**src/design/rdmaPkg.sv**
```systemverilog
// Entry and field widths, opcode and FSM state types, reserved version constant
package rdmaPkg;

    // Work-queue entry, descriptor sits in the top WR_WIDTH bits
    localparam int ENTRY_WIDTH = 116;
    localparam int WR_WIDTH = 52;

    // Remote tokens
    localparam int ACK_WIDTH = 28;
    localparam int OFFLOAD_WIDTH = 8;

    // Header fields
    localparam int CONTROL_WIDTH = 16;
    localparam int PSN_WIDTH = 8;

    // Version bits at the top of every control field
    localparam logic [1:0] RSV_VERSION = 2'b00;

    // Header opcodes
    typedef enum logic [3:0] {
        OP_SEND = 4'd0,
        OP_REQ  = 4'd3,
        OP_ACK  = 4'd7
    } rdmaOpcodeE;

    // Scheduler states, each grant state lasts one cycle
    typedef enum logic [2:0] {
        S_IDLE          = 3'd0,
        S_GEN_REQ       = 3'd1,
        S_GEN_ACK       = 3'd2,
        S_GEN_SEND      = 3'd3,
        S_GEN_DMA_WRITE = 3'd4
    } opStateE;

endpackage

```
**src/design/headerGen.sv**
```systemverilog
// Header register stage with a running packet sequence number
`timescale 1ns/1ns

module headerGen (
    input  logic                                clock,
    input  logic                                reset,
    input  logic                                infoValid,
    input  logic [rdmaPkg::CONTROL_WIDTH-1:0]   rdmaControl,
    input  logic [rdmaPkg::WR_WIDTH-1:0]        rdmaWr,
    output logic                                headerValid,
    output logic [rdmaPkg::CONTROL_WIDTH-1:0]   headerControl,
    output logic [rdmaPkg::WR_WIDTH-1:0]        headerWr,
    output logic [rdmaPkg::PSN_WIDTH-1:0]       headerPsn
);

    import rdmaPkg::*;

    // PSN for the next header, wraps naturally
    logic [PSN_WIDTH-1:0] nextPsn;

    always_ff @(posedge clock) begin
        if (infoValid) begin
            headerControl <= rdmaControl;
            headerWr <= rdmaWr;
        end
    end

    always_ff @(posedge clock or negedge reset) begin
        if (!reset) begin
            headerValid <= 1'b0;
            headerPsn <= '0;
            nextPsn <= '0;
        end else begin
            headerValid <= infoValid;
            if (infoValid) begin
                headerPsn <= nextPsn;
                nextPsn <= nextPsn + 1'b1;
            end
        end
    end

endmodule

```
**config.mk**
```make
export PLATFORM = sky130hd
export DESIGN_NAME = headerGen
export DESIGN_NICKNAME = d
export VERILOG_FILES = /design/src/design/rdmaPkg.sv /design/src/design/headerGen.sv
export SDC_FILE = /design/constraint.sdc
export NUM_CORES = 1
export LEC_CHECK = 0
export BUFFER_PORTS_ARGS = -buffer_cell sky130_fd_sc_hd__buf_2
export CORE_ASPECT_RATIO = 0.75
export CORE_MARGIN = 8
export CORE_UTILIZATION = 35
export DETAILED_ROUTE_END_ITERATION = 16
export PLACE_DENSITY = 0.63
export SLEW_MARGIN = 20
export SYNTH_ARGS = -nofsm -noshare
export SYNTH_HDL_FRONTEND = slang
export SYNTH_SLANG_ARGS = --single-unit
```
**constraint.sdc**
```tcl
create_clock -name clock -period 2.8 [get_ports clock]
set_input_delay 0.14 -clock clock [delete_from_list [all_inputs] [get_ports clock]]
set_output_delay 0.14 -clock clock [all_outputs]
set_load 0.005 [all_outputs]
```
==> results.toml <==
[outcome]
status = "finished, final reports clean"

[place]
dp_hpwl_um = 4870
routabilityCongestion = 0.707
place_area_um2 = 3570
dp_slack_ps = 1300
numPortBuffers = 147

[grt]
grt_pass1_vias = 2205
grt_overflow = 0
antenna_found_initial = 0
grt_max_degree = 63
grt_pass1_wl_um = 12100
grtUsageTotal = 0.143

[setup_path]
worst_ep_arrival_time_ps = 1170
cp-start-kind = "input pin"
crit_buf_inv = 2
critPathCaptureType = "flop"
slowest_delay_ps = 590
critPathMostFrequentCell = "buf_4"
cp_max_fo = 62
critPathTopFamily = "buffers and inverters"
critical_path.cell_chain = "buf_4 > buf_4"
cp_slowest_cell = "buf_4"
crit_type = "input pin to flop"
reg2reg_from = "nextPsn[0]$_DFFE_PN0P_"
required_ps = 2830
reg2reg_slack_ps = 1700
startpoint = "infoValid"

[timing]
fin_crit_sh = 0.406
fin_tns_setup_ps = 0
finalHoldViolCount = 0
clock.fmax_mhz = 879
setup-violations-final = 0
rsz0062_at_grt = "no"
finClkSkew_ps = 6.04
maxSlewViolCount = 0
slew_headroom = 0.496
finalCriticalPeriod_ps = 1140
worst_slack_ps = 1660
fin_hold_ws_ps = 238
tightest_slew_ps = 755

[floorplanning]
pin_count = 148
core_um2 = 7430
rows = 27
initial_core_util = 0.364
die_h_um = 92.1
fp.dieArea_um2 = 10800
die_x_um = 118

[clocking]
htreeDepth = 3
cts_sinks = 85
cts_made_buffers = 9
clk_latency_ps = 340
root_buffer = "clkbuf_8"
cts_tree = "done"
clkTransAtPathRegs_ps = 80
clockBufferDepth = 2

[routing]
initialDrtViolationCount = 51
ant_nets = 0
num_vias = 1891
dr.pass1.iters = 4
avgViaCountPerCell = 4.23
routed_wl_um = 7810
drcViolationCount = 0
wire_per_inst_um = 17.5

[power]
sw_frac_of_total = 0.232
combPwrFrac = 0.143
switching_power_mw = 0.702
p_leak_nw = 1.96
total_power_mw = 3.02
vdd_drop_max_uv = 378
p_int_mw = 2.32
power.density_nw_per_um2 = 674
p_seq_frac = 0.552
clockPowerShare = 0.305

[hold_path]
hp-class = "input pin to async pin"

[synth]
avgSynthCellArea_um2 = 23.7
syn_nets = 186
ys_seq_area_frac = 0.912
synthCells = 114
ys_ff_latch = 85
ys_types = 14
yosys_warnings = 0
syn-cell-area_um2 = 2710

[final_layout]
num_antenna_cells = 0
fin_area_um2 = 4480
drive_above_1_share = 0.497
layout.nets = 413
area_growth_syn_to_layout_pct = 65.5
final_common_cell = "buf_2"
final_cell_mix = "buf_2, dlygate4sd3_1, edfxtp_1"

[run]
drv_cap = 0
## metal layers
layer / track usage / routed length [µm]
met1: 0.153 / 3100
met2: 0.258 / 4040
met3: 0.0545 / 541
met4: 0.0489 / 130
met5: 0 / 0
## cells in the mapped netlist
cell type | count | area, µm²
nor3_2 | 1 | 10.0
dfrtp_1 | 17 | 425
nor2_1 | 2 | 7.51
buf_4 | 1 | 7.51
o21ai_0 | 1 | 5.00
nand2_1 | 4 | 15.0
inv_1 | 1 | 3.75
xor2_1 | 4 | 35.0
nand4_2 | 1 | 12.5
xnor2_1 | 3 | 26.3
mux2_2 | 8 | 90.1
edfxtp_1 | 68 | 2040
ha_1 | 1 | 12.5
nand4_1 | 2 | 12.5
## power groups by stage
stage	Combinational, mW	Clock (mW)	Sequential (mW)
after global placement	0.355	0	1.68
final	0.431	0.922	1.67
after floorplan	0.118	0	1.69
after global routing	0.480	1.00	1.69
after CTS	0.438	0.949	1.67
after detailed placement	0.362	0	1.69
## state kept, by name (all words and copies together), names as in the netlist
name and flops:
nextPsn 8, headerPsn 8, headerValid 1, headerWr 52
headerControl 16
## cell type report
class,count,area (µm²)
well taps,101,126
clock inverters,5,85.1
multi-input cells,27,226
fillers,572,2960
clock buffers,11,131
repair buffers,217,1440
inverters,1,3.75
flip-flops and latches,85,2470
## stage by stage
step / util / cells
CTS: 0.602 / 447
global placement: 0.480 / 362
finish: 0.602 / 447
detailed placement: 0.480 / 362
floorplan: - / 114
global route: 0.602 / 447
## worst paths after layout
| kind | end | cells past startpoint |
|---|---|---|
| max reg2reg | nextPsn[1]$_DFFE_PN0P_ | 2 |
| min | headerValid$_DFF_PN0_ | 2 |
| min reg2reg | nextPsn[6]$_DFFE_PN0P_ | 1 |
| max | headerControl[0]$_DFFE_PP_ | 2 |
| min in group clock | headerValid$_DFF_PN0_ | 1 |
| max in group asynchronous | nextPsn[6]$_DFFE_PN0P_ | 2 |
## cell families after synthesis
| kind of cell | share of synthesized area |
|---|---|
| simple gates | 0.0213 |
| mux | 0.0333 |
| buf+inv | 0.00416 |
| xor+xnor | 0.0227 |
| fa+ha+maj | 0.00462 |
| flops | 0.912 |
| compound gates | 0.00185 |
## timing repair
item / CTS / global route
resized for setup: 0 / 0
endpoints found under the hold margin: 85 / 0
setup buffers: 0 / 0
hold buffers: 69 / 0
(Power assumes the default switching activity.)
