`config.mk`:
```
export PLATFORM = sky130hd
export DESIGN_NAME = syncFifo
export DESIGN_NICKNAME = d
export VERILOG_FILES = /design/src/design/syncFifo.sv
export SDC_FILE = /design/constraint.sdc
export NUM_CORES = 1
export LEC_CHECK = 0
export BUFFER_PORTS_ARGS = -buffer_cell sky130_fd_sc_hd__buf_2
export CORE_ASPECT_RATIO = 0.75
export CORE_MARGIN = 4
export CORE_UTILIZATION = 60
export CTS_CLUSTER_DIAMETER = 60
export DETAILED_ROUTE_END_ITERATION = 8
export PLACE_DENSITY = 0.76
export SLEW_MARGIN = 20
export SYNTH_ARGS = -nofsm -noshare
export SYNTH_HDL_FRONTEND = slang
export SYNTH_SLANG_ARGS = --single-unit
```
`constraint.sdc`:
```
create_clock -name clock -period 1.92 [get_ports clock]
set_input_delay 0.192 -clock clock [delete_from_list [all_inputs] [get_ports clock]]
set_output_delay 0.192 -clock clock [all_outputs]
set_load 0.01 [all_outputs]
```
`src/design/syncFifo.sv`:
```
// Synchronous first-word fall-through FIFO with full, empty and fill count
`timescale 1ns/1ns

module syncFifo #(
    parameter int DEPTH = 16,
    parameter int WIDTH = 8
) (
    input  logic                    clock,
    input  logic                    reset,
    input  logic                    push,
    input  logic [WIDTH-1:0]        dataIn,
    input  logic                    pop,
    output logic [WIDTH-1:0]        dataOut,
    output logic                    full,
    output logic                    empty,
    output logic [$clog2(DEPTH):0]  count
);

    localparam int PTR_WIDTH = (DEPTH > 1) ? $clog2(DEPTH) : 1;

    logic [WIDTH-1:0]       mem [DEPTH];
    logic [PTR_WIDTH-1:0]   wrPtr;
    logic [PTR_WIDTH-1:0]   rdPtr;
    logic [$clog2(DEPTH):0] nextCount;
    logic                   doPush;
    logic                   doPop;

    // Head entry is visible while not empty
    assign dataOut = mem[rdPtr];

    assign doPush = push && !full;
    assign doPop = pop && !empty;

    always_comb begin
        nextCount = count;
        if (doPush && !doPop) begin
            nextCount = count + 1'b1;
        end else if (doPop && !doPush) begin
            nextCount = count - 1'b1;
        end
    end

    always_ff @(posedge clock) begin
        if (doPush) begin
            mem[wrPtr] <= dataIn;
        end
    end

    always_ff @(posedge clock or negedge reset) begin
        if (!reset) begin
            wrPtr <= '0;
            rdPtr <= '0;
            count <= '0;
            full <= 1'b0;
            empty <= 1'b1;
        end else begin
            if (doPush) begin
                wrPtr <= (wrPtr == PTR_WIDTH'(DEPTH - 1)) ? '0 : wrPtr + 1'b1;
            end
            if (doPop) begin
                rdPtr <= (rdPtr == PTR_WIDTH'(DEPTH - 1)) ? '0 : rdPtr + 1'b1;
            end
            count <= nextCount;
            full <= (nextCount == ($clog2(DEPTH) + 1)'(DEPTH));
            empty <= (nextCount == '0);
        end
    end

endmodule

```
==> impl_metrics.yaml, run 1 <==
run_status:
  status: "finished, violations left"
  violations: "negative setup slack"
route:
  vias_per_cell: 6.13
  num_vias: 3126
  drt_first_pass_iters: 5
  drcViolationCount: 0
  post_drt_wl_per_cell_um: 25.2
  ant_nets: 0
  routed_wl_um: 12900
  dr.first_iter.drc_count: 340
floorplan:
  chipWidth_um: 121
  core.rowCount: 30
  core_area_mm2: 0.00920
  io_pins: 27
  initial_core_util_pct: 62.6
  die_h_um: 92.8
  dieArea_mm2: 0.0112
finish:
  final_core_utilization_pct: 76.9
  antennaDiodeCount: 0
  finish.net_count: 388
  drive_gt1_share_pct: 36.4
  finalNonFillerCells: 510
  syn_to_final_growth_pct: 22.7
yosys:
  synth_nets: 324
  synth_area_mm2: 0.00576
  synth_top_cell_area_share_pct: 66.7
  synth_enable_flop_cells: 128
  ys_types: 39
  synthTopCellsByCount: "edfxtp_1, mux4_2, and2_1"
  synthTopCellsByArea: "edfxtp_1, mux4_2, dfrtp_1"
  yosys.area.top_type: "edfxtp_1"
  synth-main-ff-cell: "edfxtp_1"
  syn_inst: 305
  postSynth.asyncResetShare_pct: 10.5
  ys_ff_latch: 143
  avgSynthCellArea_um2: 18.9
  yosysMostFrequentCell: "edfxtp_1"
  yosysWarnings: 0
  yosysSeqAreaShare_pct: 73.3
sta:
  setup_viol: 8
  rsz0062_at_grt: "true"
  drv_slew: 0
  period_share_pct: 117
  worstMarginPinSlew_ps: 600
  hold_viol_final: 0
  skew_ps: 7.60
  setup_ws_ps: -330
  holdWs_ps: 169
  slew_headroom_pct: 59.8
  fmax_ghz: 0.444
  fin_crit_ps: 2250
critical_path:
  reg2reg_slack_ps: 90
  r2r_start: "count[0]"
  required_ps: 1730
  rr_worst_depth: 5
  end_kind: "output port"
  regToRegEndpoint: "full"
  cp-start-kind: "flip-flop"
  crit_fanout: 14
  arrival_ps: 2060
  critPathKind: "reg -> out"
placement:
  hpwl_um: 7440
  place_ws_ps: 1.77
  placed_cells: 473
  place_congestion: 0.840
  io_buffer_count: 26
run:
  max_cap_viol_count: 0
cts:
  cts_buffers: 17
  cts.clk_slew.worst_paths_ps: 60
  htree_levels: 4
  numClockSinks: 143
  clock_latency_ps: 420
  tritoncts: "built"
  cts_max_path_buffers: 2
  root_buffer: "clkbuf_16"
global_routing:
  grt_start_max_net_pins: 37
  grt_pass1_vias: 3225
  antenna_found_initial: 0
  grt_pass1_wl_um: 20200
  grt_use_total_pct: 25.7
  grt_overflow: 0
worst_hold_path:
  hold-path-endpoint: "mem[4][3]"
  hold_start: "dataIn[3]"
  whs_path_depth: 1
  hold_class: "in -> reg"
pwr:
  power_density_mw_per_mm2: 1560
  p_leak_nw: 2.50
  peakVddDrop_uv: 1180
[cell usage in the layout, fill, tap and decap left out, types with 2 or more instances in the layout]
master       n
bufinv_16    5
buf_16       2
buf_12       9
buf_2       26
edfxtp_1   128
mux4_2      32
a22oi_1      6
clkbuf_16   17
a22oi_2     10
o21ai_0      6
nand2_1     17
and2_1      18
nand3_1      6
dfrtp_1     13
nor2b_2      3
or4_1        2
buf_4       19
clkinv_2     4
ha_1         7
nor2_1       5
and3_1       2
inv_1        6
xnor2_1      4
nor3_1       5
a21oi_1      3
clkinv_1     2
clkbuf_1     2
[layer usage]
metal  global-route usage (%)  vias up  routed length, µm
met2                     40.1      151               6470
met3                     7.02       10               1090
met1                     36.5     1613               5190
met5                        0        -                  0
met4                     7.00        0                116
li1                         -     1352                  -
[cell families after synthesis]
kind of cell,Yosys count,synth area share (%)
xor gates and xnor gates,5,0.760
buffers and inverters,19,1.69
adders and majority gates,7,1.52
DFF,143,73.3
AOI/OAI and AO/OA,31,3.67
and+or+nand+nor,68,6.56
muxes,32,12.5
[area by class of cell]
class / count / area, µm²
Sequential cell: 143 / 4220
Fill cell: 473 / 2130
Multi-Input combinational cell: 143 / 1510
Timing Repair Buffer: 58 / 529
Clock buffer: 19 / 433
Clock inverter: 13 / 194
Tap cell: 128 / 160
Inverter: 6 / 22.5
[flip-flops by register name, indices dropped and copies added (netlist names)]
| register | count |
|---|---|
| count | 5 |
| empty | 1 |
| full | 1 |
| mem | 128 |
| rdPtr | 4 |
| wrPtr | 4 |
[worst max-delay path by stage]
stage	startpoint	depth (start not counted)	to	slack, ps
floorplan	count[0]	5	empty	90
global placement	rdPtr[0]	5	dataOut[6]	20
detailed placement	rdPtr[0]	5	dataOut[6]	2
CTS	rdPtr[0]	5	dataOut[6]	-360
global route	rdPtr[0]	5	dataOut[7]	-440
finish	rdPtr[0]	5	dataOut[7]	-330
[metrics by stage]
| step | total power (W) | TNS [ps] | cell area, µm² |
|---|---|---|---|
| 2_1_floorplan | 0.00601 | 0 | 5760 |
| 4_1_cts | 0.0110 | -2680 | 7040 |
| 3_5_place_dp | 0.00714 | 0 | 6280 |
| 6_report | 0.0110 | -2480 | 7070 |
| 5_1_grt | 0.0115 | -3250 | 7070 |
| 3_3_place_gp | 0.00703 | 0 | 6280 |
[power breakdown]
group	internal [W]	switching, W	total [W]
sequential	0.00380	0.000252	0.00405
combinational	0.00167	0.00184	0.00351
clock	0.00229	0.00119	0.00348
total	0.00775	0.00328	0.0110
[critical path, stage by stage, from the launching register on]
cell and delay (ps):
dfrtp_2 420, buf_12 200, mux4_2 530, a22oi_2 240, nand2_1 90, buf_2 150
[repair_timing]
action,4_1_cts,5_1_grt
buffers inserted,2,0
endpoints found under the hold margin,15,0
setup endpoints to repair,8,27
cloned,2,0
resized for setup,12,6
pin swaps,2,0
hold buffers,1,0
No activity file was read; power rests on OpenSTA's default activity.
==> inputs of run 2 (changes only) <==
Settings changed: CORE_UTILIZATION 60 to 55, PLACE_DENSITY 0.76 to 0.73, SLEW_MARGIN 20 to unset.
Clock period 1.92 ns to 1.9 ns, I/O delays scaled along.
==> impl_metrics.yaml, run 2 (synthesized netlist as in run 1, its figures left out) <==
critical_path:
  critPathKind: "reg -> out"
  end_kind: "output port"
  cp-start-kind: "flip-flop"
  r2r_start: "count[1]"
  crit_fanout: 9
  cp_slowest_cell: "mux4_2"
  reg2reg_slack_ps: 100
  worstPathCellList: "buf_12 > clkbuf_16 > mux4_2 > a22oi_1 > nand2_1 > buf_2"
  cp_top_family: "multiplexers"
  required_ps: 1710
  rr_worst_depth: 6
  max_stage_delay_ps: 500
  arrival_ps: 2060
  regToRegEndpoint: "empty"
  crit_buf_inv: 3
placement:
  placed_cells: 480
  io_buffer_count: 26
  hpwl_um: 7440
  place_congestion: 0.871
finish:
  drive_gt1_share_pct: 35.8
  syn_to_final_growth_pct: 21.9
  finish.net_count: 387
  final_common_cell: "edfxtp_1"
  regMostFlops: "mem"
  finalNonFillerCells: 516
  antennaDiodeCount: 0
  top_regs: "mem x128, count x5"
  largest_reg_flops: 128
  fill_cells: 686
  mostFrequentLayoutCells: "edfxtp_1, mux4_2, buf_2, clkbuf_16, buf_4"
run:
  max_cap_viol_count: 0
route:
  drcViolationCount: 0
  post_drt_wl_per_cell_um: 23.7
  drt_first_pass_iters: 4
  routed_wl_um: 12200
  ant_nets: 0
  dr.first_iter.drc_count: 301
  vias_per_cell: 6.01
  num_vias: 3100
sta:
  period_share_pct: 119
  drv_slew: 0
  fin_crit_ps: 2250
  setup_ws_ps: -354
  tns_ps: -2570
  hold_viol_final: 0
  setup_viol: 8
  slew_headroom_pct: 39.2
  skew_ps: 12.9
  rsz0062_at_grt: "true"
  worstMarginPinSlew_ps: 909
  fmax_ghz: 0.444
pwr:
  p_leak_nw: 2.46
  p_comb_share_pct: 32.7
  p_int_w: 0.00761
  p_sw_w: 0.00324
  swShare_pct: 29.9
  peakVddDrop_uv: 875
  pwr-share-seq_pct: 37.4
  clkPwrFrac_pct: 29.9
  power_density_mw_per_mm2: 1550
cts:
  root_buffer: "clkbuf_16"
  cts_max_path_buffers: 2
  tritoncts: "built"
  htree_levels: 4
  cts.clk_slew.worst_paths_ps: 60
  numClockSinks: 143
  clock_latency_ps: 420
  cts_buffers: 17
floorplan:
  io_pins: 27
  initial_core_util_pct: 56.2
  dieArea_mm2: 0.0122
  die_h_um: 96.6
  core_area_mm2: 0.0102
  chipWidth_um: 126
  core.rowCount: 32
global_routing:
  antenna_found_initial: 1
  grt_pass1_wl_um: 18600
  grt_overflow: 0
  grt_pass1_vias: 3196
  grt_use_total_pct: 20.9
  grt_start_max_net_pins: 37
run_status:
  status: "finished, violations left"
  violations: "negative setup slack"
worst_hold_path:
  hold_class: "in -> reg"
  hold_start: "dataIn[0]"
  whs_path_depth: 1
  hold-path-endpoint: "mem[6][0]"
## run 2: changes by cell type in the layout (fill, tap and decap cells not counted), moves of 2 or more
cell	change
buf_16	-2
bufinv_16	-2
clkinv_1	+2
clkbuf_16	+3
clkinv_2	-2
## run 2: layer usage
metal | routed length [µm] | GRT usage (%) | share of wire [%] | up-vias
li1 | - | - | - | 1354
met2 | 6000 | 31.5 | 49 | 108
met4 | 108 | 4.95 | 0.88 | 2
met5 | 11 | 0 | 0.090 | -
met1 | 5210 | 30.4 | 43 | 1620
met3 | 891 | 6.62 | 7.3 | 16
## run 2: power groups by stage
stage / sequential, W / combinational [W] / clock, W
2_1_floorplan: 0.00410 / 0.00198 / 0
3_3_place_gp: 0.00409 / 0.00306 / 0
3_5_place_dp: 0.00412 / 0.00312 / 0
4_1_cts: 0.00406 / 0.00319 / 0.00327
5_1_grt: 0.00410 / 0.00386 / 0.00344
6_report: 0.00406 / 0.00355 / 0.00324
## run 2: through the flow
step	hold WS [ps]	area [µm²]	util (%)	setup slack, ps	total power [W]
after floorplan	-106	5760	-	67.2	0.00607
after global placement	120	6270	61.2	77.3	0.00714
after detailed placement	123	6270	61.2	44.5	0.00724
after CTS	134	6870	67.0	-359	0.0105
after global routing	148	7020	68.5	-437	0.0114
final	141	7020	68.5	-354	0.0109
## run 2: area by class of cell
type	count	area [µm²]	share of cell area [%]
Sequential cell	143	4220	60.1
Inverter	6	22.5	0.321
Clock inverter	13	148	2.10
Timing Repair Buffer	57	524	7.47
Clock buffer	18	429	6.11
Tap cell	136	170	2.42
Multi-Input combinational cell	143	1510	21.5
## run 2: repair_timing
action,in CTS,in global routing
endpoints found under the setup margin,8,42
pin swaps,0,4
endpoints found under the hold margin,15,0
gates resized for setup,3,13
hold buffers,1,0
setup buffers,0,1
cloned,0,3
## run 2: worst max path at each step
| stage | startpoint | to | slack [ps] | depth (start not counted) |
|---|---|---|---|---|
| after floorplan | count[0] | empty | 70 | 5 |
| after global placement | rdPtr[0] | dataOut[2] | 80 | 5 |
| after detailed placement | full | mem[6][4] | 40 | 6 |
| after CTS | rdPtr[0] | dataOut[5] | -360 | 5 |
| after global routing | rdPtr[0] | dataOut[0] | -440 | 6 |
| final | rdPtr[0] | dataOut[0] | -350 | 6 |
==> inputs of run 3 (changes only) <==
Settings changed: ABC_AREA set to 1, CTS_CLUSTER_DIAMETER 60 to 100.
==> impl_metrics.yaml, run 3 <==
yosys:
  synth_top_cell_area_share_pct: 64.9
  yosys.area.top_type: "edfxtp_1"
  postSynth.asyncResetShare_pct: 10.5
  synth_enable_flop_cells: 128
  synth_nets: 515
  synth_area_mm2: 0.00592
  synthTopCellsByCount: "edfxtp_1, nor2_1, o21ai_0"
  ys_ff_latch: 143
  syn_inst: 496
  synth-main-ff-cell: "edfxtp_1"
  yosysSeqAreaShare_pct: 71.3
  avgSynthCellArea_um2: 11.9
  yosysMostFrequentCell: "edfxtp_1"
  yosysWarnings: 0
  ys_types: 24
  synthTopCellsByArea: "edfxtp_1, nor2_1, dfrtp_1"
run_status:
  violations: "negative setup slack"
  status: "finished, violations left"
placement:
  place_congestion: 0.804
  io_buffer_count: 26
  hpwl_um: 8520
  place_area_mm2: 0.00633
cts:
  root_buffer: "clkbuf_16"
  htree_levels: 4
  cts_buffers: 17
  cts.clk_slew.worst_paths_ps: 60
  clock_latency_ps: 410
  cts_max_path_buffers: 2
  tritoncts: "built"
  numClockSinks: 143
floorplan:
  chipWidth_um: 128
  core_area_mm2: 0.0104
  dieArea_mm2: 0.0125
  initial_core_util_pct: 56.9
  io_pins: 27
  die_h_um: 97.9
  core.rowCount: 32
finish:
  fill_cells: 722
  mostFrequentLayoutCells: "edfxtp_1, nor2_1, nand2_1, o21ai_0, nand3_1"
  top_regs: "mem x128, count x5"
  drive_gt1_share_pct: 19.4
  syn_to_final_growth_pct: 21.4
  largest_reg_flops: 128
  final_common_cell: "edfxtp_1"
  antennaDiodeCount: 0
  fin_area_mm2: 0.00719
  finish.net_count: 573
  regMostFlops: "mem"
critical_path:
  worstPathCellList: "inv_4 > buf_12 > clkbuf_16 > nor2_1 > o211ai_1 > nand3_1 > nand3_1 > buf_2"
  required_ps: 1710
  arrival_ps: 1860
  cp-start-kind: "flip-flop"
  end_kind: "output port"
  cp_slowest_cell: "dfrtp_2"
  r2r_start: "full"
  crit_fanout: 5
  critPathKind: "reg -> out"
  cp_common_cell: "nand3_1"
  crit_start: "rdPtr[0]"
  max_stage_delay_ps: 470
run:
  max_cap_viol_count: 0
worst_hold_path:
  hold_class: "in -> reg"
  hold_start: "dataIn[5]"
sta:
  hold_viol_final: 0
  worstMarginPinSlew_ps: 407
  drv_slew: 0
  skew_ps: 8.32
  fmax_ghz: 0.489
  fin_crit_ps: 2050
  tns_ps: -840
  setup_ws_ps: -147
  period_share_pct: 108
  slew_headroom_pct: 72.8
  rsz0062_at_grt: "true"
  setup_viol: 8
route:
  dr.first_iter.drc_count: 484
  drcViolationCount: 0
  routed_wl_um: 13900
  drt_first_pass_iters: 5
  vias_per_cell: 5.85
  post_drt_wl_per_cell_um: 19.8
  num_vias: 4110
  ant_nets: 0
pwr:
  p_leak_nw: 2.66
  power_density_mw_per_mm2: 1650
  peakVddDrop_uv: 943
global_routing:
  grt_overflow: 0
  grt_pass1_wl_um: 21800
  grt_use_total_pct: 23.0
  antenna_found_initial: 1
  grt_start_max_net_pins: 37
  grt_pass1_vias: 4004
==> run 3: cell types whose count changed after synthesis, sizes merged, moves of 14 or more <==
| cell | delta |
|---|---|
| a22oi | -16 |
| nand2 | +38 |
| o211ai | +16 |
| nand3 | +23 |
| mux4 | -32 |
| inv | +14 |
| o21ai | +63 |
| and2 | -18 |
| nor2 | +99 |
| o22ai | +17 |
==> run 3: critical path, delay by kind of cell (launching register included) <==
kind / cells / cell delay (ps)
flip-flops: 1 / 470
buffers and inverters: 4 / 530
AO/OA/AOI/OAI: 1 / 200
AND/OR/NAND/NOR: 3 / 250
==> run 3: timing repair <==
item                                    in CTS  in global routing
hold endpoints to repair                    15                  0
hold buffers                                 1                  0
cloned                                       2                  2
endpoints found under the setup margin       8                  8
pin swaps                                    5                  6
resized for setup                           26                 13
buffers inserted                             1                  2
==> run 3: logic make-up after synthesis <==
| kind of cell | share of synthesized area, % |
|---|---|
| simple gates | 13.4 |
| buf+inv | 3.70 |
| fa+ha+maj | 1.48 |
| compound gates | 9.86 |
| flops | 71.3 |
| xor+xnor | 0.296 |
==> run 3: per-stage QoR <==
stage / hold WS, ps / total power [W] / cells / utilization, % / setup slack, ps
floorplan: -106 / 0.00648 / 496 / - / 244
global placement: 126 / 0.00761 / 663 / 60.8 / 254
detailed placement: 135 / 0.00775 / 663 / 60.8 / 213
CTS: 150 / 0.0116 / 699 / 68.2 / -133
global route: 155 / 0.0125 / 703 / 69.1 / -214
finish: 163 / 0.0118 / 703 / 69.1 / -147
==> run 3: worst paths after layout <==
kind / end / slack, ps / cells after the start
setup reg to reg: mem[13][6] / 260 / 4
max in group asynchronous: empty / 1330 / 2
hold / removal: mem[5][5] / 160 / 1
min in group asynchronous: count[4] / 250 / 2
setup / recovery: dataOut[7] / -150 / 8
hold reg to reg: rdPtr[3] / 520 / 1
==> run 3: layout make-up <==
type	instances	area [µm²]	share of cell area (%)
Clock buffer	18	429	5.97
Clock inverter	14	201	2.80
Inverter	23	90.1	1.25
Multi-Input combinational cell	308	1530	21.3
Sequential cell	143	4220	58.7
Tap cell	136	170	2.37
Timing Repair Buffer	61	549	7.64
==> run 3: power by group <==
group / internal (W) / switching [W]
logic: 0.00162 / 0.00256
registers: 0.00386 / 0.000265
clock network: 0.00222 / 0.00129
total: 0.00771 / 0.00412
==> run 3: metal layers <==
layer	part of all wire [%]	vias up	track usage, %
met5	0.094	-	0
met4	2.0	2	8.08
met3	7.6	27	6.07
met2	48	169	35.1
met1	42	2025	32.4
li1	-	1887	-
